File: src/include/lenet_c1_config.svh
`ifndef LENET_C1_CONFIG_SVH
`define LENET_C1_CONFIG_SVH

// input frame, one signed pixel per beat
`define IMAGE_COLS 32
`define IMAGE_ROWS 32

// square kernel side, C1 and S2 map sides
`define KERNEL 5
`define C1_SIZE 28
`define S2_SIZE 14

// data widths
`define PIX_W 8
`define HALF_W 16
`define ACC_W 24

// AXI4-Lite register map, byte addresses
`define AXI_AW 8
`define AXI_DW 32
`define REG_WEIGHT0 8'h00
`define REG_BIAS 8'h64
`define REG_CTRL 8'h80
`define REG_STATUS 8'h84

`endif
File: src/hdl/lenet_c1_pkg.sv
`include "lenet_c1_config.svh"

package lenet_c1_pkg;

	// pixels, weights and bias share one signed byte format
	typedef logic signed [`PIX_W-1:0] pixel_t;

	// conv output after saturation
	typedef logic signed [`HALF_W-1:0] conv_t;

	// wide enough for 25 full-scale byte products
	typedef logic signed [`ACC_W-1:0] acc_t;

	// 5x5 kernel, row-major
	// index 0 is row 0 col 0, row 0 is the oldest image row
	typedef pixel_t [`KERNEL*`KERNEL-1:0] kernel_t;

	// older image rows from the input line buffer
	// tap 0 is one row back, tap 3 is four rows back
	typedef pixel_t [`KERNEL-2:0] row_taps_t;

	// frame sequencer states
	typedef enum logic [1:0] {
		S_IDLE,
		S_STREAM,
		S_FLUSH
	} seq_state_t;

endpackage

File: src/hdl/line_buffer.sv
`timescale 1ns/1ps
`include "lenet_c1_config.svh"

module line_buffer #(
	parameter type payload_t = lenet_c1_pkg::pixel_t,
	parameter int  DEPTH     = `IMAGE_COLS,
	parameter int  TAPS      = `KERNEL - 1
) (
	input  logic                    clk,
	input  logic                    rst_n,
	input  logic                    shift_en,
	input  payload_t                din,
	output payload_t [TAPS-1:0]     taps
);

	localparam int LEN = DEPTH * TAPS;

	// one long shift chain, TAPS rows of DEPTH entries
	payload_t chain [LEN];

	always_ff @(posedge clk or negedge rst_n) begin
		if (!rst_n) begin
			for (int i = 0; i < LEN; i++)
				chain[i] <= '0;
		end else if (shift_en) begin
			chain[0] <= din;
			for (int i = 1; i < LEN; i++)
				chain[i] <= chain[i-1];
		end
	end

	// tap t is the same column, t+1 rows back
	for (genvar t = 0; t < TAPS; t++) begin : g_tap
		assign taps[t] = chain[(t+1)*DEPTH-1];
	end

endmodule

File: config.mk
export PLATFORM = sky130hd
export DESIGN_NAME = line_buffer
export DESIGN_NICKNAME = d
export VERILOG_FILES = /design/src/hdl/lenet_c1_pkg.sv /design/src/hdl/line_buffer.sv
export VERILOG_INCLUDE_DIRS = /design/src /design/src/include
export SDC_FILE = /design/constraint.sdc
export NUM_CORES = 1
export LEC_CHECK = 0
export BUFFER_PORTS_ARGS = -buffer_cell sky130_fd_sc_hd__buf_2
export CAP_MARGIN = 15
export CORE_ASPECT_RATIO = 2
export CORE_UTILIZATION = 50
export DETAILED_ROUTE_END_ITERATION = 7
export PLACE_DENSITY = 0.73
export SLEW_MARGIN = 0
export SYNTH_ARGS = -nofsm -noshare
export SYNTH_HDL_FRONTEND = slang
export SYNTH_SLANG_ARGS = --single-unit
File: constraint.sdc
create_clock -name clk -period 0.8 [get_ports clk]
set_clock_uncertainty 0.05 [all_clocks]
set_input_delay 0.16 -clock clk [delete_from_list [all_inputs] [get_ports clk]]
set_output_delay 0.16 -clock clk [all_outputs]
set_load 0.02 [all_outputs]
==> flow_summary.ini <==
[status]
outcome = finished with violations
failing_checks = hold timing, setup timing

[logic_synthesis]
sequential_element_share_of_the_synthesized_area = 0.6704
postSynthNetCount = 2205
synth_common_cells = 1024 x dfrtp_1, 1024 x mux2_2, 73 x buf_2
synth.largest_area_cell = dfrtp_1
post_synth.cell_area_avg_sq_um = 17.42
syn-instance-count = 2194
async_flop_share = 1.000
synth.ff_latch_count = 1024
synth_edf_count = 0
synth_warnings = 0
post-synth-top-area-fraction = 0.6704
synth.area.top_cells = dfrtp_1 67%, mux2_2 30%, buf_6 1.2%
netlist-cell-type-count = 5
ys_dominant_reg_cell = dfrtp_1
post_synth_instance_area_sq_um = 38220

[global_routing]
grtUsageTotal = 0.1572
antenna_found_initial = 0
grtUsageMet3 = 0.02969
globalRouteMet2Util = 0.2813
grt_first_pass_wirelength_um = 99390
grt_max_degree = 51
grt.busiest_layer = met2
global_route_met1_utilization = 0.1889
grt-ovfl-total = 0
vias_in_the_first_global_route = 19744

[clocking]
cts_tree = done
worst_setup_hold_path_clk_slew_ns = 0.06
cts_max_path_buffers = 3
num_cts_buffers = 88
cts.htree.levels = 3
number_of_hold_repair_buffers_added_at_the_cts_stage = 9
clock-sinks = 1024
skew_pair_late_insertion_delay_ns = 0.66
cts.root.buffer_cell = clkbuf_16

[cells_and_area]
final-instance-count-excl-fill = 3426
flow.area_growth_from_synthesis_pct = 17.59
nFillCells = 5654
layout-drive-gt1-share = 0.5624
num_antenna_cells = 0
layout.nets = 2353
reg_area_sq_um = 25630
multi_input_area_sq_um = 12740

[detailed_routing]
routed_via_density = 5.124
ant_nets = 0
drc_violations_left = 0
totalWireLength_um = 58170
num_vias = 17554
drt_iter0_drc = 527
detail_route.first_pass.iterations = 4
detail_route.wl_per_cell_um = 16.98

[sta]
worstMarginPinSlew_ns = 0.3204
hold_slack_ns = -0.2145
slew_headroom = 0.7864
report.final.slew_viol_count = 0
setup_slack_ns = -0.6543
timing.final.setup_violations = 740
final.period_utilization = 1.818
max_freq_mhz = 687.6
final_hold_viol_count = 8
rsz_0062_raised_after_global_routing = true
finalWorstPathRequiredPeriod_ns = 1.454

[critical_path]
critical_path_class = register to primary output
cpMaxStageDelayCell = dfrtp_2
worst_setup_path_start_kind = register
critical_path.top_delay_family = flip-flops
worstPathRequired_ns = 0.59
timing.critical_path.arrival_ns = 1.24
cp_num_buf_inv = 1
critPathMaxStageDelay_ns = 0.45
crit_chain = buf_6
timing.critical_path.fanout_max = 2
worst_setup_path_end_kind = primary output

[power_and_ir_drop]
power-per-cell-area_nw_per_um2 = 2493
leakage_power_nw = 22.87
max-vdd-ir-drop_uv = 2468

[floorplan]
rows = 143
horizontal_die_dimension_um = 197.5
floorplan.initialDensity = 0.5038
core_area_sq_um = 75860
chip_height_um = 393.0
die_area_sq_um = 77620
top_level_ports = 43

[flow_run]
max_cap_violations = 0

[placed_design]
finalWeightedCongestion = 0.7044
port_buffers = 42
hpwl_um = 35760
placedCellCount = 3223

[worst_hold_path]
timing.hold.worst.class = input pin to register
logic make-up after synthesis:
kind of cell           after synthesis  synth area share
buffers and inverters              146           0.02792
multiplexers                      1024            0.3017
flip-flops                        1024            0.6704
flip-flops by register name (all words and copies together), names as in the netlist:
register	count
chain	992
taps	32
path summary, 6_finish.rpt:
path,start,endpoint,slack [ns],cells after the start
worst max-delay path,taps[6],taps[6],-0.65,1
worst min-delay path,shift_en,taps[3],-0.21,2
worst max register to register,taps[6],taps[6],-0.62,6
worst min register to register,chain[40],chain[32],0.42,1
max in group asynchronous,rst_n,chain[664],0.04,4
min in group asynchronous,rst_n,chain[184],0.21,3
where the power goes:
| part | internal [mW] | switching (mW) |
|---|---|---|
| combinational | 6.32 | 3.69 |
| clock | 23.8 | 18.7 |
| sequential | 56.9 | 2.71 |
| total | 87.0 | 25.1 |
stage by stage:
stage / worst slack, ns / area, sq um / power (mW) / TNS, ns / utilization
global placement: -0.5086 / 40250 / 68.41 / -454.07 / 0.5306
floorplan: -0.3491 / 38440 / 65.89 / -336.12 / -
detailed placement: -0.5356 / 40250 / 69.26 / -475.00 / 0.5306
finish: -0.6543 / 44950 / 112.1 / -38.15 / 0.5925
CTS: -0.7238 / 44290 / 113.0 / -39.38 / 0.5838
global route: -0.7147 / 44950 / 117.0 / -59.63 / 0.5925
per-layer routing:
metal,vias up,routed length [um]
met1,9354,24030
met5,-,0
met3,86,1725
li1,7959,-
met2,155,31120
met4,0,1297
timing repair:
| item | in CTS | in global routing |
|---|---|---|
| setup endpoints to repair | 780 | 1057 |
| setup buffers | 26 | 15 |
| resized for setup | 231 | 163 |
| hold endpoints to repair | 1062 | 30 |
| cloned | 0 | 0 |
| pin swaps | 0 | 0 |
cell usage in the layout, fill, tap and decap left out, drive strengths merged:
| cell | instances |
|---|---|
| clkbuf | 131 |
| dfrtp | 1024 |
| dlygate4sd3 | 9 |
| buf | 195 |
| bufinv | 4 |
| clkinv | 20 |
| clkinvlp | 3 |
| inv | 1 |
| mux2 | 1024 |
final cells by class:
cell class,instances,area share
Sequential cell,1024,0.5701
Tap cell,1015,0.02825
Timing Repair Buffer,204,0.05317
Clock inverter,28,0.007794
Multi-Input combinational cell,1024,0.2834
Clock buffer,131,0.05729
(Power assumes the default switching activity.)
