===== config.mk =====
export PLATFORM = sky130hd
export DESIGN_NAME = frame_position_counter
export DESIGN_NICKNAME = d
export VERILOG_FILES = /design/src/hdl/frame_position_counter.sv
export VERILOG_INCLUDE_DIRS = /design/src /design/src/include
export SDC_FILE = /design/constraint.sdc
export NUM_CORES = 1
export LEC_CHECK = 0
export ABC_AREA = 1
export BUFFER_PORTS_ARGS = -buffer_cell sky130_fd_sc_hd__buf_2
export CAP_MARGIN = 20
export CORE_AREA = 2 2 39 41
export DETAILED_ROUTE_END_ITERATION = 16
export DIE_AREA = 0 0 41 43
export PLACE_DENSITY = 0.66
export SYNTH_ARGS = -nofsm -noshare
export SYNTH_HDL_FRONTEND = slang
export SYNTH_SLANG_ARGS = --single-unit

===== constraint.sdc =====
create_clock -name clk -period 1.6 [get_ports clk]
set_input_delay 0.16 -clock clk [delete_from_list [all_inputs] [get_ports clk]]
set_output_delay 0.16 -clock clk [all_outputs]
set_load 0.01 [all_outputs]

===== src/include/lenet_c1_config.svh =====
`ifndef LENET_C1_CONFIG_SVH
`define LENET_C1_CONFIG_SVH

// input frame, one signed pixel per beat
`define IMAGE_COLS 32
`define IMAGE_ROWS 32

// square kernel side, C1 and S2 map sides
`define KERNEL 5
`define C1_SIZE 28
`define S2_SIZE 14

// data widths
`define PIX_W 8
`define HALF_W 16
`define ACC_W 24

// AXI4-Lite register map, byte addresses
`define AXI_AW 8
`define AXI_DW 32
`define REG_WEIGHT0 8'h00
`define REG_BIAS 8'h64
`define REG_CTRL 8'h80
`define REG_STATUS 8'h84

`endif

===== src/hdl/frame_position_counter.sv =====
`timescale 1ns/1ps
`include "lenet_c1_config.svh"

module frame_position_counter (
	input  logic                           clk,
	input  logic                           rst_n,
	input  logic                           pix_accept,
	input  logic                           start_frame,
	output logic [$clog2(`IMAGE_ROWS)-1:0] row,
	output logic [$clog2(`IMAGE_COLS)-1:0] col,
	output logic                           last_pixel
);

	localparam int RW = $clog2(`IMAGE_ROWS);
	localparam int CW = $clog2(`IMAGE_COLS);
	localparam logic [RW-1:0] LAST_ROW = RW'(`IMAGE_ROWS - 1);
	localparam logic [CW-1:0] LAST_COL = CW'(`IMAGE_COLS - 1);

	// row and col point at the pixel being offered now
	always_ff @(posedge clk or negedge rst_n) begin
		if (!rst_n) begin
			row <= '0;
			col <= '0;
		end else if (start_frame) begin
			row <= '0;
			col <= '0;
		end else if (pix_accept) begin
			if (col == LAST_COL) begin
				col <= '0;
				// wraps to the origin after the final pixel
				row <= (row == LAST_ROW) ? '0 : row + 1'b1;
			end else begin
				col <= col + 1'b1;
			end
		end
	end

	// bottom-right pixel of the frame accepted this cycle
	assign last_pixel = pix_accept && (row == LAST_ROW) && (col == LAST_COL);

	// row moves only at the end of a line or on a new frame
	assert property (@(posedge clk) disable iff (!rst_n)
		!(pix_accept && col == LAST_COL) && !start_frame |=> $stable(row));

endmodule


==> flow_metrics.tcl <==
set metrics [dict create \
    outcome "finished clean" \
    number_of_flip_flops_and_latches_in_the_synthesized_netlist 10 \
    syn_area_cell_sq_um 7.70 \
    path_clk_slew_ns 0.07 \
    period_needed_ns 1.59 \
    synthCells 72 \
    grt_start_max_net_pins 11 \
    ys_types 11 \
    cp-start-kind "flop" \
    setup.worst_path.end_class "primary output" \
    wl_final_um 1160 \
    post_synth_instance_area_sq_um 554 \
    yosys_warnings 0 \
    vdd.ir_drop.worst_mv 0.453 \
    grt_first_pass_wirelength_um 1890 \
    power_frac_clock_pct 30.8 \
    fin_worst_skew_ns 0.00274 \
    tritoncts "yes" \
    via_per_inst 4.61 \
    swShare_pct 30.8 \
    max_freq_mhz 629 \
    tritoncts.num_buffers 3 \
    drt_pass1_iterations 4 \
    final_cell_count_no_fill 111 \
    grt_antenna_before_repair 0 \
    coreArea_sq_um 1380 \
    combinationalPowerShare_pct 25.8 \
    row_count 14 \
    most_common_cell_after_layout_fill_and_taps_aside "nand2_1" \
    p_switching_mw 0.227 \
    finalSetupViolations 0 \
    starting_density_of_the_core_pct 40.1 \
    dp.final_hpwl_um 843 \
    static-leakage-power_nw 0.426 \
    die_w_um 41 \
    regToRegStartpoint "col[0]" \
    worst-r2r-setup-slack_ns 0.06 \
    vias_in_the_first_global_route 450 \
    critical_path.cell_chain "ha_1, nand2_2, nor2_1, ha_1, nand3_2, inv_1, buf_2" \
    drv_slew 0 \
    timing.reg2reg.worst_path_depth 8 \
    antenna_cells_inserted 0 \
    worst-setup-path-type "reg -> out" \
    place_congestion 0.726 \
    clockBufferDepth 2 \
    power_per_cell_area_nw_per_um2 998 \
    cts-htree-levels 1 \
    category_of_cells_accounting_for_the_largest_share_of_critical_path_delay "adder cells" \
    route.detailed.drc 0 \
    fin_tns_setup_ns 0 \
    clk_latency_ns 0.27 \
    critical_path.max_stage_delay_ns 0.39 \
    die-height_um 43 \
    area_delta_synth_final_pct 33.0 \
    crit-reg2reg-capture "row[3]" \
    final_area_sq_um 737 \
    source_of_the_critical_timing_path "row[0]" \
    num_ports 15 \
    route.antenna.remaining_nets 0 \
    final_routed_wire_length_divided_by_cell_count_um 10.5 \
    cts.sink_count 10 \
    groute.usage.overall_pct 16.3 \
    sum_of_buffers_and_inverters_on_the_critical_path 2 \
    unrepaired_setup_endpoints_after_global_routing "yes" \
    die_area_sq_um 1760 \
    worst-path-max-fanout 2 \
    arrival_worst_endpoint_ns 1.43 \
    post_route_cells_drive_above_1_share_pct 33.7 \
    critical_path_depth_in_cells 7 \
    nets 104 \
    synth_fp_nets 80 \
    commonest_cells_after_routing_fill_and_taps_aside "nand2_1, buf_2, inv_1" \
    instance_area_after_placement_sq_um 644 \
    worstMarginPinSlew_ns 0.386 \
    cp.required_ns 1.44 \
    numPortBuffers 14 \
    1st_iter_drt_viols 8 \
    slew_headroom_pct 74.2 \
    overflow 0 \
    internal-power_mw 0.509 \
    endpoint "last_pixel" \
    class_of_the_tightest_hold_or_removal_check "in -> reg" \
    final_hold_viol_count 0 \
    power.sequential.fraction_pct 43.4 \
    clock-root-buffer "clkbuf_4" \
    drv_cap 0 \
    synth.yosys.seq_area_share_pct 45.1 \
    critPathMostFrequentCell "ha_1" \
    timing.final.crit_share_pct 99.4 \
    routed-via-count 512 \
    slowest_stage "dfrtp_1" \
    placed_cells_incl_taps 102 \
]
worst register-to-register path, stage by stage (launching register included):
cell,delay (ns)
dfrtp_1,0.40
ha_2,0.20
nand2_2,0.08
nor2_2,0.04
ha_2,0.18
nor2_2,0.25
nor2_2,0.10
a21oi_1,0.14
nor2_1,0.06
cell usage after synthesis (all sizes together):
master  count  area share [%]
nand2      19              13
a21oi       5             4.5
o21ai       2             1.8
nor2       11             9.7
nand3       8             8.1
dfrtp      10              45
ha          4             9.0
inv        13             8.8
cells by family (layout without fill, tap and decap cells):
kind of cell | after synthesis | count (layout) | share of synthesized area, %
AOI/OAI and AO/OA | 7 | 7 | 6.32
adders and majority gates | 4 | 4 | 9.03
buffers and inverters | 13 | 35 | 8.80
DFF | 10 | 10 | 45.1
and+or+nand+nor | 38 | 39 | 30.7
per-layer routing:
layer | track usage [%] | vias to the layer above | share of wire, %
met5 | 0 | - | 0
met4 | 8.00 | 0 | 2.1
met3 | 4.71 | 4 | 6.6
met2 | 23.1 | 15 | 44
met1 | 21.8 | 224 | 48
li1 | - | 269 | -
stage by stage:
step | power [mW] | utilization [%] | hold WS (ns) | worst slack, ns
3_3_place_gp | 0.488 | 46.6 | 0.0348 | 0.0791
2_1_floorplan | 0.424 | - | -0.136 | 0.131
4_1_cts | 0.743 | 51.9 | 0.193 | -0.0236
5_1_grt | 0.799 | 53.3 | 0.209 | -0.0906
3_5_place_dp | 0.491 | 46.6 | 0.0364 | 0.0620
6_report | 0.736 | 53.3 | 0.194 | 0.00947
worst min path at each step:
stage	from	end	slack, ns	cells past startpoint
finish	pix_accept	col[0]	0.19	3
global route	pix_accept	col[0]	0.21	3
CTS	pix_accept	col[0]	0.19	3
detailed placement	rst_n	col[2]	0.04	1
global placement	rst_n	col[0]	0.03	1
floorplan	rst_n	col[0]	-0.14	0
power groups by stage:
stage	clock (mW)	combinational [mW]	sequential, mW
finish	0.227	0.190	0.319
global route	0.249	0.224	0.327
CTS	0.234	0.189	0.320
detailed placement	0	0.163	0.327
global placement	0	0.164	0.325
floorplan	0	0.0829	0.341
sequential cells by signal, summed over array words and instances, names as in the netlist:
name	flops
row	5
col	5
area by class of cell:
class	count	area, sq um
fill	138	647
multi-input combinational	50	279
sequential	10	250
timing repair buffer	18	103
inverter	13	48.8
clock buffer	4	36.3
tap	16	20.0
repair_timing:
item | CTS | global route
hold buffers | 1 | 0
buffers inserted | 2 | 1
gates cloned | 0 | 1
endpoints found under the hold margin | 10 | 0
gates resized for setup | 4 | 2
endpoints found under the setup margin | 1 | 6
pin swaps | 4 | 2
Note: power is estimated with default switching activity, not from simulation.
