## src/include/lenet_c1_config.svh

```systemverilog
`ifndef LENET_C1_CONFIG_SVH
`define LENET_C1_CONFIG_SVH

// input frame, one signed pixel per beat
`define IMAGE_COLS 32
`define IMAGE_ROWS 32

// square kernel side, C1 and S2 map sides
`define KERNEL 5
`define C1_SIZE 28
`define S2_SIZE 14

// data widths
`define PIX_W 8
`define HALF_W 16
`define ACC_W 24

// AXI4-Lite register map, byte addresses
`define AXI_AW 8
`define AXI_DW 32
`define REG_WEIGHT0 8'h00
`define REG_BIAS 8'h64
`define REG_CTRL 8'h80
`define REG_STATUS 8'h84

`endif
```

## src/hdl/lenet_c1_pkg.sv

```systemverilog
`include "lenet_c1_config.svh"

package lenet_c1_pkg;

	// pixels, weights and bias share one signed byte format
	typedef logic signed [`PIX_W-1:0] pixel_t;

	// conv output after saturation
	typedef logic signed [`HALF_W-1:0] conv_t;

	// wide enough for 25 full-scale byte products
	typedef logic signed [`ACC_W-1:0] acc_t;

	// 5x5 kernel, row-major
	// index 0 is row 0 col 0, row 0 is the oldest image row
	typedef pixel_t [`KERNEL*`KERNEL-1:0] kernel_t;

	// older image rows from the input line buffer
	// tap 0 is one row back, tap 3 is four rows back
	typedef pixel_t [`KERNEL-2:0] row_taps_t;

	// frame sequencer states
	typedef enum logic [1:0] {
		S_IDLE,
		S_STREAM,
		S_FLUSH
	} seq_state_t;

endpackage

```

## src/hdl/c1_sequencer.sv

```systemverilog
`timescale 1ns/1ps
`include "lenet_c1_config.svh"

module c1_sequencer (
	input  logic                           clk,
	input  logic                           rst_n,
	input  logic                           start_frame,
	input  logic                           pixel_valid,
	input  logic [$clog2(`IMAGE_ROWS)-1:0] row,
	input  logic [$clog2(`IMAGE_COLS)-1:0] col,
	input  logic                           last_pixel,
	output logic                           pixel_ready,
	output logic                           pix_accept,
	output logic                           conv_fire,
	output logic                           pool_fire,
	output logic                           busy,
	output logic                           frame_done
);

	import lenet_c1_pkg::*;

	// cycles from last pixel until its pool result has left the pipe
	localparam logic [1:0] FLUSH_LAST = 2'd2;

	seq_state_t state;
	logic [1:0] flush_cnt;
	logic pool_hit;
	logic pool_d1;

	// only back-pressure on the stream
	assign pixel_ready = (state == S_STREAM);
	assign pix_accept = pixel_valid && pixel_ready;
	assign busy = (state != S_IDLE);

	// full 5x5 window once four rows and four cols are behind us
	assign conv_fire = pix_accept && (row >= `KERNEL - 1) && (col >= `KERNEL - 1);

	// odd C1 row and col share the parity of image row and col
	assign pool_hit = conv_fire && row[0] && col[0];

	always_ff @(posedge clk or negedge rst_n) begin
		if (!rst_n) begin
			state <= S_IDLE;
			flush_cnt <= '0;
			frame_done <= 1'b0;
		end else begin
			case (state)
				S_IDLE: begin
					if (start_frame) begin
						state <= S_STREAM;
						frame_done <= 1'b0;
					end
				end
				S_STREAM: begin
					if (last_pixel) begin
						state <= S_FLUSH;
						flush_cnt <= '0;
					end
				end
				S_FLUSH: begin
					// three cycles, then report done
					if (flush_cnt == FLUSH_LAST) begin
						state <= S_IDLE;
						frame_done <= 1'b1;
					end else begin
						flush_cnt <= flush_cnt + 1'b1;
					end
				end
				default: state <= S_IDLE;
			endcase
		end
	end

	// two stages to match the MAC latency
	always_ff @(posedge clk or negedge rst_n) begin
		if (!rst_n) begin
			pool_d1 <= 1'b0;
			pool_fire <= 1'b0;
		end else begin
			pool_d1 <= pool_hit;
			pool_fire <= pool_d1;
		end
	end

	// done shows up after three flush cycles behind the last pixel
	assert property (@(posedge clk) disable iff (!rst_n)
		last_pixel |-> ##4 (state == S_IDLE && frame_done));

endmodule

```

## config.mk

```make
export PLATFORM = sky130hd
export DESIGN_NAME = c1_sequencer
export DESIGN_NICKNAME = d
export VERILOG_FILES = /design/src/hdl/lenet_c1_pkg.sv /design/src/hdl/c1_sequencer.sv
export VERILOG_INCLUDE_DIRS = /design/src /design/src/include
export SDC_FILE = /design/constraint.sdc
export NUM_CORES = 1
export LEC_CHECK = 0
export BUFFER_PORTS_ARGS = -buffer_cell sky130_fd_sc_hd__buf_2
export CAP_MARGIN = 20
export CORE_AREA = 2 2 39 41
export CTS_CLUSTER_DIAMETER = 150
export DETAILED_ROUTE_END_ITERATION = 6
export DIE_AREA = 0 0 41 43
export PLACE_DENSITY = 0.51
export SLEW_MARGIN = 20
export SYNTH_ARGS = -nofsm -noshare
export SYNTH_HDL_FRONTEND = slang
export SYNTH_SLANG_ARGS = --single-unit
```

## constraint.sdc

```tcl
create_clock -name clk -period 1.3 [get_ports clk]
set_input_delay 0.26 -clock clk [delete_from_list [all_inputs] [get_ports clk]]
set_output_delay 0.26 -clock clk [all_outputs]
set_load 0.005 [all_outputs]
```

==> results.toml <==
[global_route]
globalRoute.totalOverflow = 0
grt_pass1_vias = 326
antenna_found_initial = 0
gr-usage-all-layers_pct = 10.92
grt_pass1_wl_um = 1255
grt_max_degree = 8

[cts]
clock_latency_ns = 0.25
clkSlewWorstSetupHoldPaths_ns = 0.05
cts_inserted_buffers = 3
clock_sink_count = 7
cts_tree = "yes"
h-tree-depth = 1
clock_tree.buffer_depth = 2
clk_root_buffer_cell = "sky130_fd_sc_hd__clkbuf_4"

[die]
core_region_area_um2 = 1384
fp.dieW_um = 41
floorplan.die.height_um = 43
pin_count = 21
die-area_um2 = 1763
start_util_pct = 23.42
row_count = 14

[power_and_ir_drop]
power.switching_fraction_pct = 33.84
power_frac_comb_pct = 50.3
netSwitchingPower_uw = 352.5
total_leakage_power_uw = 0.0002837
cellPowerDensity_nw_per_um2 = 1954
ir_drop_v = 0.0007030
internal_power_component_uw = 689.2
clkPwrFrac_pct = 18.6
power.share.sequential_pct = 31.1
finalPower_uw = 1042

[yosys]
yosys-top-cells-count = "sky130_fd_sc_hd__dfrtp_1 (7), sky130_fd_sc_hd__nor2_1 (6), sky130_fd_sc_hd__a21oi_1 (4)"
synth_fp_nets = 50
dominantRegCellSynth = "sky130_fd_sc_hd__dfrtp_1"
ys_ff_latch = 7
syn_inst = 34
synth.most_common_cell = "sky130_fd_sc_hd__dfrtp_1"
synth_top_cell_by_area = "sky130_fd_sc_hd__dfrtp_1"
syn-cell-area_um2 = 324.1
synth-edff-count = 0
synth.area.top_cells = "sky130_fd_sc_hd__dfrtp_1 (54%), sky130_fd_sc_hd__nor2_1 (6.9%), sky130_fd_sc_hd__a21oi_1 (6.2%)"
postSynthAreaPerCell_um2 = 9.531
synth_seq_area_share_pct = 54.05
synth.yosys.warnings = 0
synth.top_cell.area_share_pct = 54.05
synthArstFlopShare_pct = 100.0
synth.lib_cells_used.distinct = 16

[timing]
setup-violations-final = 3
final-max-slew-violation-count = 0
layout_min_cycle_time_ns = 1.416
rsz0062_at_grt = "yes"
setup_slack_ns = -0.1159
period_share_pct = 108.9
timing_hold_violations_final = 0
worst_hold_slack_ns = 0.2509
slew-limit-headroom_pct = 85.54
maxClockFrequency_mhz = 706.3
clock_skew_ns = 0.002539
tightestPinTransition_ns = 0.2155

[worst_setup_path]
timing.critical_path.required_ns = 1.04
worst_setup_path_start_kind = "flip-flop"
critPathCaptureType = "output port"
critical_path_peak_fanout = 3
arrival_ns = 1.16
critPathKind = "flip-flop to output port"

[placed_design]
buffer_ports.inserted = 18
detailed_place_hpwl_um = 535.4
gp_congestion = 0.7469

[finish]
final_layout_size_suffix_gt1_share_pct = 50.00
diodes = 0
finalCoreUtilization_pct = 38.52
finish.net_count = 77
area_growth_pct = 64.48

[detailed_routing]
detail_route.vias_per_cell = 4.263
drcViolationCount = 0
dr_total_vias = 324
wire_per_inst_um = 9.303
first_pass_iters = 4
drt_total_wl_um = 707
final_ant_viol_nets = 0
drt_iter0_drc = 12

[flow_run]
max_cap_viol_count = 0

[outcome]
violations = "setup timing"
outcome = "finished, violations left"

[min_path]
min-delay-path-class = "input pin to flip-flop"
flip-flops by register name, indices dropped and copies added (netlist names):
name and cells:
flush_cnt 2, state 2, pool_d1 1, pool_fire 1, frame_done 1
kinds of logic (layout without fill, tap and decap cells):
logic type	count (synthesis)	count (layout)	share of synthesized area, %
adders and majority gates	1	1	3.860
AOI/OAI and AO/OA	8	8	15.44
and+or+nand+nor	15	15	23.17
buffers and inverters	3	29	3.475
DFF	7	7	54.05
worst max-delay path, stage by stage, from the launching register on:
cell and delay, ns:
sky130_fd_sc_hd__dfrtp_1 0.38, sky130_fd_sc_hd__and3b_2 0.26, sky130_fd_sc_hd__o311a_4 0.18, sky130_fd_sc_hd__buf_6 0.09
through the flow:
stage                     instance area [um^2]  worst slack [ns]  TNS (ns)  instances
final                                    533.0           -0.1159   -0.2084         76
after global routing                     533.0           -0.1764   -0.4016         76
after floorplan                          324.1            0.1835         0         34
after CTS                                518.0           -0.1385   -0.2759         76
after global placement                   437.9           0.05153         0         68
after detailed placement                 437.9          0.006251         0         68
power by group through the flow:
stage	Sequential [uW]	Combinational, uW	Clock (uW)
6_report	323	524	194
5_1_grt	331	596	222
4_1_cts	323	477	203
3_5_place_dp	346	355	0
3_3_place_gp	342	348	0
2_1_floorplan	325	238	0
placed cells by master (no fill, tap or decap):
cell,synthesis,routed
sky130_fd_sc_hd__buf_6,0,2
sky130_fd_sc_hd__and3b_2,0,1
sky130_fd_sc_hd__clkbuf_1,1,1
sky130_fd_sc_hd__inv_1,2,2
sky130_fd_sc_hd__dfrtp_1,7,7
sky130_fd_sc_hd__nand2_1,2,2
sky130_fd_sc_hd__a21oi_1,4,4
sky130_fd_sc_hd__nand2b_1,1,1
sky130_fd_sc_hd__nor2_2,0,1
sky130_fd_sc_hd__or3_1,1,1
sky130_fd_sc_hd__nor3_1,1,1
sky130_fd_sc_hd__nor2_1,6,4
sky130_fd_sc_hd__nor2_4,0,1
sky130_fd_sc_hd__clkbuf_4,0,3
sky130_fd_sc_hd__dlygate4sd3_1,0,1
sky130_fd_sc_hd__and3_1,2,2
sky130_fd_sc_hd__or2_4,0,1
sky130_fd_sc_hd__a311oi_1,1,1
sky130_fd_sc_hd__o311a_4,0,1
sky130_fd_sc_hd__o21ai_0,2,2
sky130_fd_sc_hd__buf_2,0,16
sky130_fd_sc_hd__buf_4,0,4
sky130_fd_sc_hd__ha_1,1,1
area by class of cell:
class                   count  area, um^2
flip-flops and latches      7       175.2
well taps                  16       20.02
fillers                   145       850.8
repair buffers             23       142.6
multi-input cells          24       161.4
inverters                   2       7.507
clock buffers               4       26.28
layer usage:
layer  vias to the layer above  part of all wire (%)  global-route usage (%)
met4                         0                  0.99                   8.000
met2                         7                    49                   16.88
met5                         -                     0                       0
li1                        171                     -                       -
met1                       144                    46                   10.86
met3                         2                   4.1                   4.712
final timing paths:
path | startpoint | to | slack, ns | cells past startpoint
max in group asynchronous | rst_n | pool_fire | 0.77 | 2
setup reg to reg | flush_cnt[0] | flush_cnt[0] | 0.13 | 5
hold / removal | row[0] | pool_d1 | 0.25 | 2
setup / recovery | state[1] | conv_fire | -0.12 | 3
hold reg to reg | pool_d1 | pool_fire | 0.35 | 0
min in group asynchronous | rst_n | flush_cnt[1] | 0.38 | 2
timing repair:
| action | CTS | global route |
|---|---|---|
| hold buffers | 1 | 0 |
| pin swaps | 2 | 0 |
| setup buffers | 3 | 0 |
| resized for setup | 4 | 4 |
| setup endpoints to repair | 3 | 5 |
| endpoints found under the hold margin | 7 | 0 |
Note: power is estimated with default switching activity, not from simulation.
