### config.mk
export PLATFORM = sky130hd
export DESIGN_NAME = maxpool22
export DESIGN_NICKNAME = d
export VERILOG_FILES = /design/src/hdl/lenet_c1_pkg.sv /design/src/hdl/maxpool22.sv
export VERILOG_INCLUDE_DIRS = /design/src /design/src/include
export SDC_FILE = /design/constraint.sdc
export NUM_CORES = 1
export LEC_CHECK = 0
export BUFFER_PORTS_ARGS = -buffer_cell sky130_fd_sc_hd__clkbuf_2
export CAP_MARGIN = 20
export CORE_ASPECT_RATIO = 1.25
export CORE_MARGIN = 2
export CORE_UTILIZATION = 30
export DETAILED_ROUTE_END_ITERATION = 10
export GPL_ROUTABILITY_DRIVEN = 1
export GPL_TIMING_DRIVEN = 0
export MAX_ROUTING_LAYER = met4
export PLACE_DENSITY = 0.58
export SETUP_SLACK_MARGIN = 0.2
export SYNTH_ARGS = -nofsm -noshare
export SYNTH_HDL_FRONTEND = slang
export SYNTH_SLANG_ARGS = --single-unit
### constraint.sdc
create_clock -name clk -period 8.47 [get_ports clk]
set_input_delay 1.694 -clock clk [delete_from_list [all_inputs] [get_ports clk]]
set_output_delay 1.694 -clock clk [all_outputs]
set_load 0.05 [all_outputs]
### src/include/lenet_c1_config.svh
`ifndef LENET_C1_CONFIG_SVH
`define LENET_C1_CONFIG_SVH

// input frame, one signed pixel per beat
`define IMAGE_COLS 32
`define IMAGE_ROWS 32

// square kernel side, C1 and S2 map sides
`define KERNEL 5
`define C1_SIZE 28
`define S2_SIZE 14

// data widths
`define PIX_W 8
`define HALF_W 16
`define ACC_W 24

// AXI4-Lite register map, byte addresses
`define AXI_AW 8
`define AXI_DW 32
`define REG_WEIGHT0 8'h00
`define REG_BIAS 8'h64
`define REG_CTRL 8'h80
`define REG_STATUS 8'h84

`endif
### src/hdl/lenet_c1_pkg.sv
`include "lenet_c1_config.svh"

package lenet_c1_pkg;

	// pixels, weights and bias share one signed byte format
	typedef logic signed [`PIX_W-1:0] pixel_t;

	// conv output after saturation
	typedef logic signed [`HALF_W-1:0] conv_t;

	// wide enough for 25 full-scale byte products
	typedef logic signed [`ACC_W-1:0] acc_t;

	// 5x5 kernel, row-major
	// index 0 is row 0 col 0, row 0 is the oldest image row
	typedef pixel_t [`KERNEL*`KERNEL-1:0] kernel_t;

	// older image rows from the input line buffer
	// tap 0 is one row back, tap 3 is four rows back
	typedef pixel_t [`KERNEL-2:0] row_taps_t;

	// frame sequencer states
	typedef enum logic [1:0] {
		S_IDLE,
		S_STREAM,
		S_FLUSH
	} seq_state_t;

endpackage

### src/hdl/maxpool22.sv
`timescale 1ns/1ps
`include "lenet_c1_config.svh"

module maxpool22 (
	input  logic                  clk,
	input  logic                  rst_n,
	input  logic                  conv_valid,
	input  lenet_c1_pkg::conv_t   conv_data,
	input  lenet_c1_pkg::conv_t   prev_row,
	input  logic                  pool_fire,
	output logic                  pool_valid,
	output lenet_c1_pkg::conv_t   pool_data
);

	import lenet_c1_pkg::*;

	// left column of the 2x2 block
	conv_t left_top;
	conv_t left_bot;
	conv_t max_top;
	conv_t max_bot;

	function automatic conv_t max2(conv_t a, conv_t b);
		return (a > b) ? a : b;
	endfunction

	assign max_top = max2(left_top, prev_row);
	assign max_bot = max2(left_bot, conv_data);

	// every conv result becomes the left pair for the next one
	always_ff @(posedge clk) begin
		if (conv_valid) begin
			left_top <= prev_row;
			left_bot <= conv_data;
		end
		if (pool_fire)
			pool_data <= max2(max_top, max_bot);
	end

	always_ff @(posedge clk or negedge rst_n) begin
		if (!rst_n)
			pool_valid <= 1'b0;
		else
			pool_valid <= pool_fire;
	end

	// pool_fire must line up with a conv result
	assert property (@(posedge clk) disable iff (!rst_n)
		pool_valid |-> $past(pool_fire && conv_valid));

endmodule

==> impl_summary.log <==
INFO  metric fp.dieArea = 0.0118 mm2
INFO  metric timing.hold.worst.class = reg -> reg
INFO  metric detailedRoute.firstIterationViolations = 68
INFO  metric die_y = 121 um
INFO  metric final.period_utilization = 67.7%
INFO  metric gpl.final_weighted_congestion = 0.793
INFO  metric cts-htree-levels = 2
INFO  metric post_cts_hold_buffer_count = 0
INFO  metric timing.critical_path.slowest_stage_cell = sky130_fd_sc_hd__a211oi_4
INFO  metric clock_power_share = 27.1%
INFO  metric number_of_input_and_output_port_buffers_inserted = 52
INFO  metric max-slew-margin-rel = 42.0%
INFO  metric grtUsageMet1 = 13.8%
INFO  metric worstPathCellList = clkbuf_2, inv_1, ha_1, a21oi_1, o21ai_1, nor3_1, a211oi_1, o21ai_2, buf_4, mux2i_1, inv_1, ha_1, and4_4, nand2_4, a2111oi_4, nor2_2, a211oi_4, buf_8, mux2i_1
INFO  metric filler_cell_count = 1052
INFO  metric worst_pin_slew = 0.870 ns
INFO  metric cts_buffers = 5
INFO  metric synthFlopType = sky130_fd_sc_hd__edfxtp_1
INFO  metric postCtsSetupRepairBufs = 0
INFO  metric core_region_area = 0.0106 mm2
INFO  metric synth.area.top_cells = sky130_fd_sc_hd__edfxtp_1 (44%), sky130_fd_sc_hd__ha_1 (18%), sky130_fd_sc_hd__mux2i_1 (15%), sky130_fd_sc_hd__inv_1 (5.7%), sky130_fd_sc_hd__a21oi_1 (2.3%)
INFO  metric root_buffer = sky130_fd_sc_hd__clkbuf_16
INFO  metric synthesis.area = 0.00327 mm2
INFO  metric leakage = 1.86 nW
INFO  metric synth-warning-count = 0
INFO  metric switching_share = 33.3%
INFO  metric dieWidth = 97.4 um
INFO  metric detail_route.wirelength = 6540 um
INFO  metric yosys.cell_count.top_type = sky130_fd_sc_hd__inv_1
INFO  metric final_net_count = 418
INFO  metric setup_repair_after_global_routing_missed_its_margin = no
INFO  metric power_share_of_the_combinational_group = 35.6%
INFO  metric setup_total_negative_slack = 0 ns
INFO  metric global_routing_met2_resource_utilization = 21.0%
INFO  metric detailedPlacementHpwl = 5460 um
INFO  metric timing_hold_violations_final = 0
INFO  metric num_antenna_cells = 0
INFO  metric critical_path_data_required_time = 8.59 ns
INFO  metric power_density = 220 mW/mm2
INFO  metric synth_top_area_share = 44.1%
INFO  metric flow.area_growth_from_synthesis = 18.3%
INFO  metric synth_cells = 275
INFO  metric critical_path.startpoint_type = input pin
INFO  metric arrival = 5.86 ns
INFO  metric drt.antenna.violating_nets = 0
INFO  metric async_flop_share = 2.04%
INFO  metric synthesis.nets = 359
INFO  metric busiest_layer = met2
INFO  metric layout-drive-gt1-share = 21.5%
INFO  metric finalNonFillerCells = 467
INFO  metric number_of_synthesized_flops_with_an_enable_pin = 48
INFO  metric max_freq = 174 MHz
INFO  metric grt_antenna_before_repair = 0
INFO  metric synth_top_cell_by_area = sky130_fd_sc_hd__edfxtp_1
INFO  metric worstSkewPairLatency = 0.29 ns
INFO  metric hold_depth = 2
INFO  metric cts-root-to-sink-buffers = 2
INFO  metric detail_route.first_pass.iterations = 4
INFO  metric grt.overflow.total = 0
INFO  metric synth.cells.most_frequent = sky130_fd_sc_hd__inv_1 (50), sky130_fd_sc_hd__edfxtp_1 (48), sky130_fd_sc_hd__ha_1 (48), sky130_fd_sc_hd__mux2i_1 (48), sky130_fd_sc_hd__a21oi_1 (15)
INFO  metric drt-wirelength-per-cell = 14.0 um
INFO  metric post_cts.resized_instances = 0
INFO  metric max_stage_delay = 0.53 ns
INFO  metric grt_pass1_vias = 2299
INFO  metric pin_count_of_the_biggest_net_entering_global_routing = 33
INFO  metric intPower = 0.568 mW
INFO  metric total_power = 0.851 mW
INFO  metric outcome = completed
INFO  metric syn_area_per_cell = 11.9 um2
INFO  metric routed-via-count = 2190
INFO  metric yosysUniqueCellTypes = 33
INFO  metric cts.reportedPaths.clkPinSlew = 0.06 ns
INFO  metric setup_violations = 0
INFO  metric placementRows = 42
INFO  metric synth.ff_latch_count = 49
INFO  metric pin_count = 53
INFO  metric irDropWorstVdd = 0.0808 mV
INFO  metric rr_worst_depth = 17
INFO  metric p_switching = 0.283 mW
INFO  metric cp-end-kind = flop
INFO  metric critical_path_peak_fanout = 10
INFO  metric grt_use_total = 12.1%
INFO  metric slew_viol_final = 0
INFO  metric floorplan.initialDensity = 30.8%
INFO  metric crit_type = in -> reg
INFO  metric final.hold.worst_slack = 0.686 ns
INFO  metric cts_num_sinks = 49
INFO  metric cts_tree = yes
INFO  metric global_route_track_usage_on_met3 = 2.60%
INFO  metric ys_seq_area_share = 44.9%
INFO  metric place.detailed.instances = 459
INFO  metric route.detailed.vias_per_inst = 4.69
INFO  metric grt_pass1_wl = 10900 um
INFO  metric max-cap-violations = 0
INFO  metric seq_power_share = 37.4%
INFO  metric fin_worst_skew = 0.00320 ns
INFO  metric fin_crit = 5.74 ns
INFO  metric drt_drc_violations_left = 0
power groups by stage:
stage | clock network [mW] | registers [mW] | logic (mW)
floorplan | 0 | 0.381 | 0.175
global placement | 0 | 0.323 | 0.302
detailed placement | 0 | 0.324 | 0.307
CTS | 0.238 | 0.319 | 0.309
global route | 0.245 | 0.321 | 0.335
finish | 0.230 | 0.318 | 0.303
layer usage:
metal  up-vias  share of wire (%)
li1       1128                  -
met1      1021                 43
met2        34                 52
met3         7                3.6
met4         0                1.9
met5         -                  0
per-stage QoR:
step	util [%]	instance area, um2	setup slack, ns
final	36.4	3870	2.73
after detailed placement	34.8	3690	2.35
after floorplan	-	3270	3.12
after CTS	36.4	3870	2.64
after global placement	34.8	3690	2.39
after global routing	36.4	3870	2.43
cells by family (layout without fill, tap and decap cells):
logic type                 count (synthesis)  in the layout  share of synthesized area (%)
AOI/OAI and AO/OA                         35             35                           7.81
adders and majority gates                 48             48                           18.4
buffers and inverters                     54            114                           7.12
DFF                                       49             49                           44.9
muxes                                     49             49                           15.0
and+or+nand+nor                           40             40                           6.78
worst paths after layout:
| kind | start | to | slack [ns] |
|---|---|---|---|
| worst max-delay path | prev_row[9] | pool_data[5]$_DFFE_PP_ | 2.73 |
| worst min-delay path | left_bot[2]$_DFFE_PP_ | pool_data[2]$_DFFE_PP_ | 0.69 |
| worst max register to register | left_top[9]$_DFFE_PP_ | pool_data[5]$_DFFE_PP_ | 3.87 |
| worst min register to register | left_bot[2]$_DFFE_PP_ | pool_data[2]$_DFFE_PP_ | 0.69 |
| max in group asynchronous | rst_n | pool_valid$_DFF_PN0_ | 7.22 |
| min in group asynchronous | rst_n | pool_valid$_DFF_PN0_ | 1.16 |
critical path, delay by kind of cell:
kind,cells,cell delay [ns]
fa+ha+maj,2,0.61
buf+inv,5,0.76
compound gates,6,1.66
mux,2,0.52
simple gates,4,0.60
layout make-up:
class                   instances  area (um2)  area share [%]
plain buffers                   4        45.0            1.17
clock buffers                   7         143            3.69
clock inverters                 1        30.0           0.777
inverters                      50         188            4.85
multi-input cells             172        1570            40.6
flip-flops and latches         49        1470            37.9
well taps                     132         165            4.27
repair buffers                 52         260            6.73
sequential cells by signal (all words and copies together), names as in the netlist:
signal,count
pool_valid,1
left_top,16
left_bot,16
pool_data,16
cell usage in the layout (no fill, tap or decap), types with 5 or more instances in the layout:
cell type	count
sky130_fd_sc_hd__a21oi_1	15
sky130_fd_sc_hd__clkbuf_16	5
sky130_fd_sc_hd__clkbuf_2	52
sky130_fd_sc_hd__edfxtp_1	48
sky130_fd_sc_hd__ha_1	48
sky130_fd_sc_hd__inv_1	50
sky130_fd_sc_hd__mux2i_1	48
sky130_fd_sc_hd__nand2_1	8
sky130_fd_sc_hd__nand4_1	10
sky130_fd_sc_hd__nor2_1	5
(Power assumes the default switching activity.)
