File: config.mk
export PLATFORM = sky130hd
export DESIGN_NAME = c1_weight_regs
export DESIGN_NICKNAME = d
export VERILOG_FILES = /design/src/hdl/lenet_c1_pkg.sv /design/src/hdl/c1_weight_regs.sv
export VERILOG_INCLUDE_DIRS = /design/src /design/src/include
export SDC_FILE = /design/constraint.sdc
export NUM_CORES = 1
export LEC_CHECK = 0
export BUFFER_PORTS_ARGS = -buffer_cell sky130_fd_sc_hd__buf_2
export CAP_MARGIN = 5
export CORE_UTILIZATION = 23
export CTS_BUF_LIST = sky130_fd_sc_hd__clkbuf_16
export DETAILED_ROUTE_END_ITERATION = 12
export GPL_ROUTABILITY_DRIVEN = 0
export PLACE_DENSITY_LB_ADDON = 0.25
export SYNTH_ARGS = -nofsm -noshare
export SYNTH_HDL_FRONTEND = slang
export SYNTH_SLANG_ARGS = --single-unit
export TNS_END_PERCENT = 5
File: constraint.sdc
create_clock -name clk -period 2 [get_ports clk]
set_input_delay 0.1 -clock clk [delete_from_list [all_inputs] [get_ports clk]]
set_output_delay 0.1 -clock clk [all_outputs]
set_load 0.05 [all_outputs]
File: src/include/lenet_c1_config.svh
`ifndef LENET_C1_CONFIG_SVH
`define LENET_C1_CONFIG_SVH

// input frame, one signed pixel per beat
`define IMAGE_COLS 32
`define IMAGE_ROWS 32

// square kernel side, C1 and S2 map sides
`define KERNEL 5
`define C1_SIZE 28
`define S2_SIZE 14

// data widths
`define PIX_W 8
`define HALF_W 16
`define ACC_W 24

// AXI4-Lite register map, byte addresses
`define AXI_AW 8
`define AXI_DW 32
`define REG_WEIGHT0 8'h00
`define REG_BIAS 8'h64
`define REG_CTRL 8'h80
`define REG_STATUS 8'h84

`endif
File: src/hdl/lenet_c1_pkg.sv
`include "lenet_c1_config.svh"

package lenet_c1_pkg;

	// pixels, weights and bias share one signed byte format
	typedef logic signed [`PIX_W-1:0] pixel_t;

	// conv output after saturation
	typedef logic signed [`HALF_W-1:0] conv_t;

	// wide enough for 25 full-scale byte products
	typedef logic signed [`ACC_W-1:0] acc_t;

	// 5x5 kernel, row-major
	// index 0 is row 0 col 0, row 0 is the oldest image row
	typedef pixel_t [`KERNEL*`KERNEL-1:0] kernel_t;

	// older image rows from the input line buffer
	// tap 0 is one row back, tap 3 is four rows back
	typedef pixel_t [`KERNEL-2:0] row_taps_t;

	// frame sequencer states
	typedef enum logic [1:0] {
		S_IDLE,
		S_STREAM,
		S_FLUSH
	} seq_state_t;

endpackage

File: src/hdl/c1_weight_regs.sv
`timescale 1ns/1ps
`include "lenet_c1_config.svh"

module c1_weight_regs (
	input  logic                    clk,
	input  logic                    rst_n,
	input  logic [`AXI_AW-1:0]      s_axi_awaddr,
	input  logic                    s_axi_awvalid,
	output logic                    s_axi_awready,
	input  logic [`AXI_DW-1:0]      s_axi_wdata,
	input  logic [`AXI_DW/8-1:0]    s_axi_wstrb,
	input  logic                    s_axi_wvalid,
	output logic                    s_axi_wready,
	output logic [1:0]              s_axi_bresp,
	output logic                    s_axi_bvalid,
	input  logic                    s_axi_bready,
	input  logic [`AXI_AW-1:0]      s_axi_araddr,
	input  logic                    s_axi_arvalid,
	output logic                    s_axi_arready,
	output logic [`AXI_DW-1:0]      s_axi_rdata,
	output logic [1:0]              s_axi_rresp,
	output logic                    s_axi_rvalid,
	input  logic                    s_axi_rready,
	input  logic                    busy,
	input  logic                    frame_done,
	output logic                    start_frame,
	output lenet_c1_pkg::kernel_t   kernel,
	output lenet_c1_pkg::pixel_t    bias
);

	localparam int N_TAPS = `KERNEL * `KERNEL;
	localparam logic [1:0] RESP_OKAY = 2'b00;
	localparam logic [1:0] RESP_SLVERR = 2'b10;

	logic [`AXI_AW-3:0] wr_word;
	logic [`AXI_AW-3:0] rd_word;
	logic wr_go;
	logic rd_go;
	logic wr_weight, wr_bias, wr_ctrl, wr_err;
	logic [`AXI_DW-1:0] rd_val;
	logic rd_err;

	// word index into the map
	assign wr_word = s_axi_awaddr[`AXI_AW-1:2];
	assign rd_word = s_axi_araddr[`AXI_AW-1:2];

	// aw and w taken together, one write in flight
	assign wr_go = s_axi_awvalid && s_axi_wvalid && !s_axi_bvalid;
	assign s_axi_awready = wr_go;
	assign s_axi_wready = wr_go;

	// one read in flight
	assign s_axi_arready = !s_axi_rvalid;
	assign rd_go = s_axi_arvalid && s_axi_arready;

	// write decode
	always_comb begin
		wr_weight = 1'b0;
		wr_bias = 1'b0;
		wr_ctrl = 1'b0;
		wr_err = 1'b0;
		if (s_axi_awaddr[1:0] != 2'b00)
			wr_err = 1'b1;
		else if (wr_word < N_TAPS)
			wr_weight = 1'b1;
		else if (s_axi_awaddr == `REG_BIAS)
			wr_bias = 1'b1;
		else if (s_axi_awaddr == `REG_CTRL)
			wr_ctrl = 1'b1;
		else if (s_axi_awaddr != `REG_STATUS)
			wr_err = 1'b1;
		// coefficients are frozen while a frame runs
		if ((wr_weight || wr_bias) && busy)
			wr_err = 1'b1;
	end

	// read mux, signed registers read back sign-extended
	always_comb begin
		rd_val = '0;
		rd_err = 1'b0;
		if (s_axi_araddr[1:0] != 2'b00)
			rd_err = 1'b1;
		else if (rd_word < N_TAPS)
			rd_val = `AXI_DW'(kernel[rd_word]);
		else if (s_axi_araddr == `REG_BIAS)
			rd_val = `AXI_DW'(bias);
		else if (s_axi_araddr == `REG_STATUS)
			rd_val = {{(`AXI_DW-2){1'b0}}, frame_done, busy};
		else if (s_axi_araddr != `REG_CTRL)
			rd_err = 1'b1;
	end

	// write side and start pulse
	always_ff @(posedge clk or negedge rst_n) begin
		if (!rst_n) begin
			kernel <= '0;
			bias <= '0;
			start_frame <= 1'b0;
			s_axi_bvalid <= 1'b0;
			s_axi_bresp <= RESP_OKAY;
		end else begin
			start_frame <= 1'b0;
			if (s_axi_bvalid && s_axi_bready)
				s_axi_bvalid <= 1'b0;
			if (wr_go) begin
				s_axi_bvalid <= 1'b1;
				s_axi_bresp <= wr_err ? RESP_SLVERR : RESP_OKAY;
				if (!wr_err && s_axi_wstrb[0]) begin
					if (wr_weight)
						kernel[wr_word] <= s_axi_wdata[`PIX_W-1:0];
					if (wr_bias)
						bias <= s_axi_wdata[`PIX_W-1:0];
					// start only takes effect when idle
					if (wr_ctrl)
						start_frame <= s_axi_wdata[0] && !busy;
				end
			end
		end
	end

	// read response handshake
	always_ff @(posedge clk or negedge rst_n) begin
		if (!rst_n) begin
			s_axi_rvalid <= 1'b0;
			s_axi_rresp <= RESP_OKAY;
		end else if (rd_go) begin
			s_axi_rvalid <= 1'b1;
			s_axi_rresp <= rd_err ? RESP_SLVERR : RESP_OKAY;
		end else if (s_axi_rready) begin
			s_axi_rvalid <= 1'b0;
		end
	end

	// read data, captured with the address
	always_ff @(posedge clk) begin
		if (rd_go)
			s_axi_rdata <= rd_val;
	end

	// write response is held, unchanged, until the master takes it
	assert property (@(posedge clk) disable iff (!rst_n)
		s_axi_bvalid && !s_axi_bready |=> s_axi_bvalid && $stable(s_axi_bresp));

endmodule

==> impl_metrics.csv <==
group,metric,value,unit
critical_path,rr_worst_depth,9,
grt,grt_overflow,0,
drt,routed_wirelength,42760,um
run_status,status,"complete, no violations",
clock_network,cts_buffers,29,
sta,worst_pin_slew,0.7605,ns
critical_path,path_class,"flop to flop",
drt,drt_iter0_drc,502,
clock_network,clk_latency,0.57,ns
pwr,power.share.clock,0.468,
finish,post-route-util,0.3225,
pwr,power_density,714.5,nW/um^2
drt,wl_per_cell,24.31,um
clock_network,clockRootBuffer,"clkbuf_16",
clock_network,cts.sinks,221,
clock_network,clkTransAtPathRegs,0.05,ns
floorplanning,die_w,217.3,um
pwr,peakVddDrop,0.5642,mV
sta,tns,0,ns
finish,multiInputGateArea,4710,um^2
sta,fmax,506.2,MHz
pwr,p_int,7684,uW
drt,drc,0,
pwr,combPwrFrac,0.098,
logic_synthesis,ys_async_sr_fraction,0.9638,
logic_synthesis,synth_cell_types,61,
logic_synthesis,synthCells,770,
worst_hold_path,min_path_type,"primary input to flop",
sta,setup_viol,0,
sta,fin_crit,1.976,ns
floorplanning,rows,78,
logic_synthesis,synth_most_common_cell,"dfrtp_1",
logic_synthesis,yosys_warnings,0,
logic_synthesis,yosysSeqAreaShare,0.5225,
sta,hold_viol,0,
floorplanning,dieHeight,217.3,um
worst_hold_path,min_path_cells,4,
sta,max-slew-margin-rel,0.4930,
logic_synthesis,ys_ff_latch,221,
finish,n_antenna_cell,0,
finish,syn_to_final_growth,37.89,%
logic_synthesis,synth-edff-count,8,
grt,antenna_found_initial,0,
finish,fillers,4598,
critical_path,crit_path_start_kind,"flop",
pwr,finalPower,10500,uW
placed_design,place_worst_setup_slack,-0.1705,ns
floorplanning,dieArea,47210,um^2
critical_path,critPathCaptureType,"flop",
finish,stdcell_area,14700,um^2
sta,rsz0062_at_grt,"yes",
drt,drtAntennaViolNets,0,
finish,layout-drive-gt1-share,0.6135,
placed_design,dp_hpwl,31180,um
clock_network,clock_path_buffers,3,
grt,grt_pass1_wl,61510,um
placed_design,port_buffers,281,
run,maxCapViolCount,0,
grt,grt_max_degree,60,
critical_path,crit_required,2.45,ns
pwr,switching_power,2819,uW
logic_synthesis,synth_common_cells,"dfrtp_1 (213), mux2_2 (212), mux2i_1 (37)",
floorplanning,core_area,45580,um^2
pwr,switching_share,0.2684,
floorplanning,start_util,0.2339,
logic_synthesis,synth_area_leaders,"dfrtp_1 (50%), mux2_2 (22%), mux4_2 (5.5%)",
floorplanning,ioPinCount,311,
pwr,p_seq_frac,0.434,
sta,finalWorstSetupSlack,0.02449,ns
sta,period_share,0.9878,
finish,nets,1200,
logic_synthesis,yosys_most_used_dff,"dfrtp_1",
critical_path,arrival,2.43,ns
grt,grt_usage,0.1806,
drt,dr.pass1.iters,5,
logic_synthesis,syn_avg_cell_area,13.84,um^2
clock_network,cts_tree,"built",
sta,maxSlewViolCount,0,
critical_path,crit_fanout,8,
logic_synthesis,synth_top_area_cell,"dfrtp_1",
logic_synthesis,synth_top_cell_area_share,0.5000,
placed_design,placed_cell_area,13680,um^2
sta,finalClockSkew,0.01656,ns
drt,vias,8087,
finish,seqCellArea,5572,um^2
clock_network,htreeDepth,1,
pwr,leakagePower,0.007728,uW
drt,vias_per_cell,4.597,
grt,grt_pass1_vias,8352,
logic_synthesis,syn_area,10660,um^2
==> layout make-up <==
class | instances | share of cell area
Sequential cell | 221 | 0.3790
Multi-Input combinational cell | 467 | 0.3204
Timing Repair Buffer | 411 | 0.1871
Tap cell | 600 | 0.05107
Clock buffer | 29 | 0.04937
Clock inverter | 22 | 0.01047
Inverter | 9 | 0.002554
==> state kept, by name (all words and copies together), names as in the netlist <==
| signal | count |
|---|---|
| start_frame | 1 |
| s_axi_rresp | 1 |
| bias | 8 |
| s_axi_rdata | 8 |
| s_axi_rvalid | 1 |
| s_axi_bvalid | 1 |
| kernel | 200 |
| s_axi_bresp | 1 |
==> metrics by stage <==
| stage | hold WS [ns] | std cells |
|---|---|---|
| 4_1_cts | 0.02308 | 1759 |
| 6_report | 0.04647 | 1759 |
| 5_1_grt | 0.05066 | 1759 |
| 2_1_floorplan | -0.1956 | 771 |
| 3_5_place_dp | 0.09826 | 1698 |
| 3_3_place_gp | 0.09488 | 1698 |
==> cell families (layout without fill, tap and decap cells) <==
group | count (synthesis) | count (layout) | synth area share
flops | 221 | 221 | 0.5225
other cells | 1 | 2 | 0.0003518
mux | 283 | 283 | 0.3249
buf+inv | 83 | 471 | 0.04096
simple gates | 116 | 116 | 0.06714
compound gates | 66 | 66 | 0.04413
==> layout by cell type (no fill, tap or decap), types with 5 or more instances in the layout <==
| cell | instances |
|---|---|
| mux4_2 | 26 |
| nand2_1 | 27 |
| clkinv_1 | 7 |
| a22oi_1 | 17 |
| o22ai_1 | 5 |
| nor2_2 | 6 |
| edfxtp_1 | 8 |
| and2_1 | 5 |
| o211ai_1 | 5 |
| clkbuf_16 | 29 |
| nand3_1 | 16 |
| buf_2 | 279 |
| inv_1 | 15 |
| buf_12 | 26 |
| mux2i_1 | 37 |
| nor2b_1 | 5 |
| mux2_2 | 212 |
| mux2_4 | 8 |
| dfrtp_1 | 212 |
| o21ai_0 | 7 |
| a21oi_1 | 7 |
| buf_4 | 94 |
| nor2_1 | 9 |
| nand4_1 | 7 |
| dlygate4sd3_1 | 9 |
==> worst max-delay path, stage by stage, from the launching register on <==
cell,delay (ns)
dfrtp_2,0.39
nand3b_1,0.15
buf_4,0.17
clkinvlp_4,0.13
nand2_1,0.09
nor4_1,0.21
buf_4,0.18
nand2_1,0.05
buf_4,0.22
mux2_2,0.28
==> final timing paths <==
check	from	endpoint	slack, ns
max	s_axi_bvalid	kernel[83]	0.02
min	busy	start_frame	0.05
min in group asynchronous	rst_n	kernel[36]	0.09
min reg2reg	s_axi_bresp[1]	s_axi_bresp[1]	0.46
max in group asynchronous	rst_n	kernel[185]	1.14
max reg2reg	s_axi_bvalid	kernel[83]	0.02
==> per-layer routing <==
layer,track usage,vias up,part of all wire
met5,0,-,0
met4,0.04202,0,0.017
met3,0.03606,43,0.056
met2,0.2806,259,0.45
met1,0.2565,4195,0.48
li1,-,3590,-
==> power by group through the flow <==
stage | clock [uW] | combinational [uW] | sequential, uW
after floorplan | 0 | 461 | 4760
after global placement | 0 | 1020 | 4630
after detailed placement | 0 | 1020 | 4640
after CTS | 5090 | 1050 | 4560
after global routing | 5290 | 1110 | 4560
final | 4910 | 1030 | 4560
==> what timing repair did <==
action                                  CTS  global route
gates resized for setup                   1             8
hold buffers                              9             0
setup buffers                             1             0
endpoints found under the setup margin  139            97
pin swaps                                 0             1
gates cloned                              0             0
hold endpoints to repair                190             0
(Power assumes the default switching activity.)
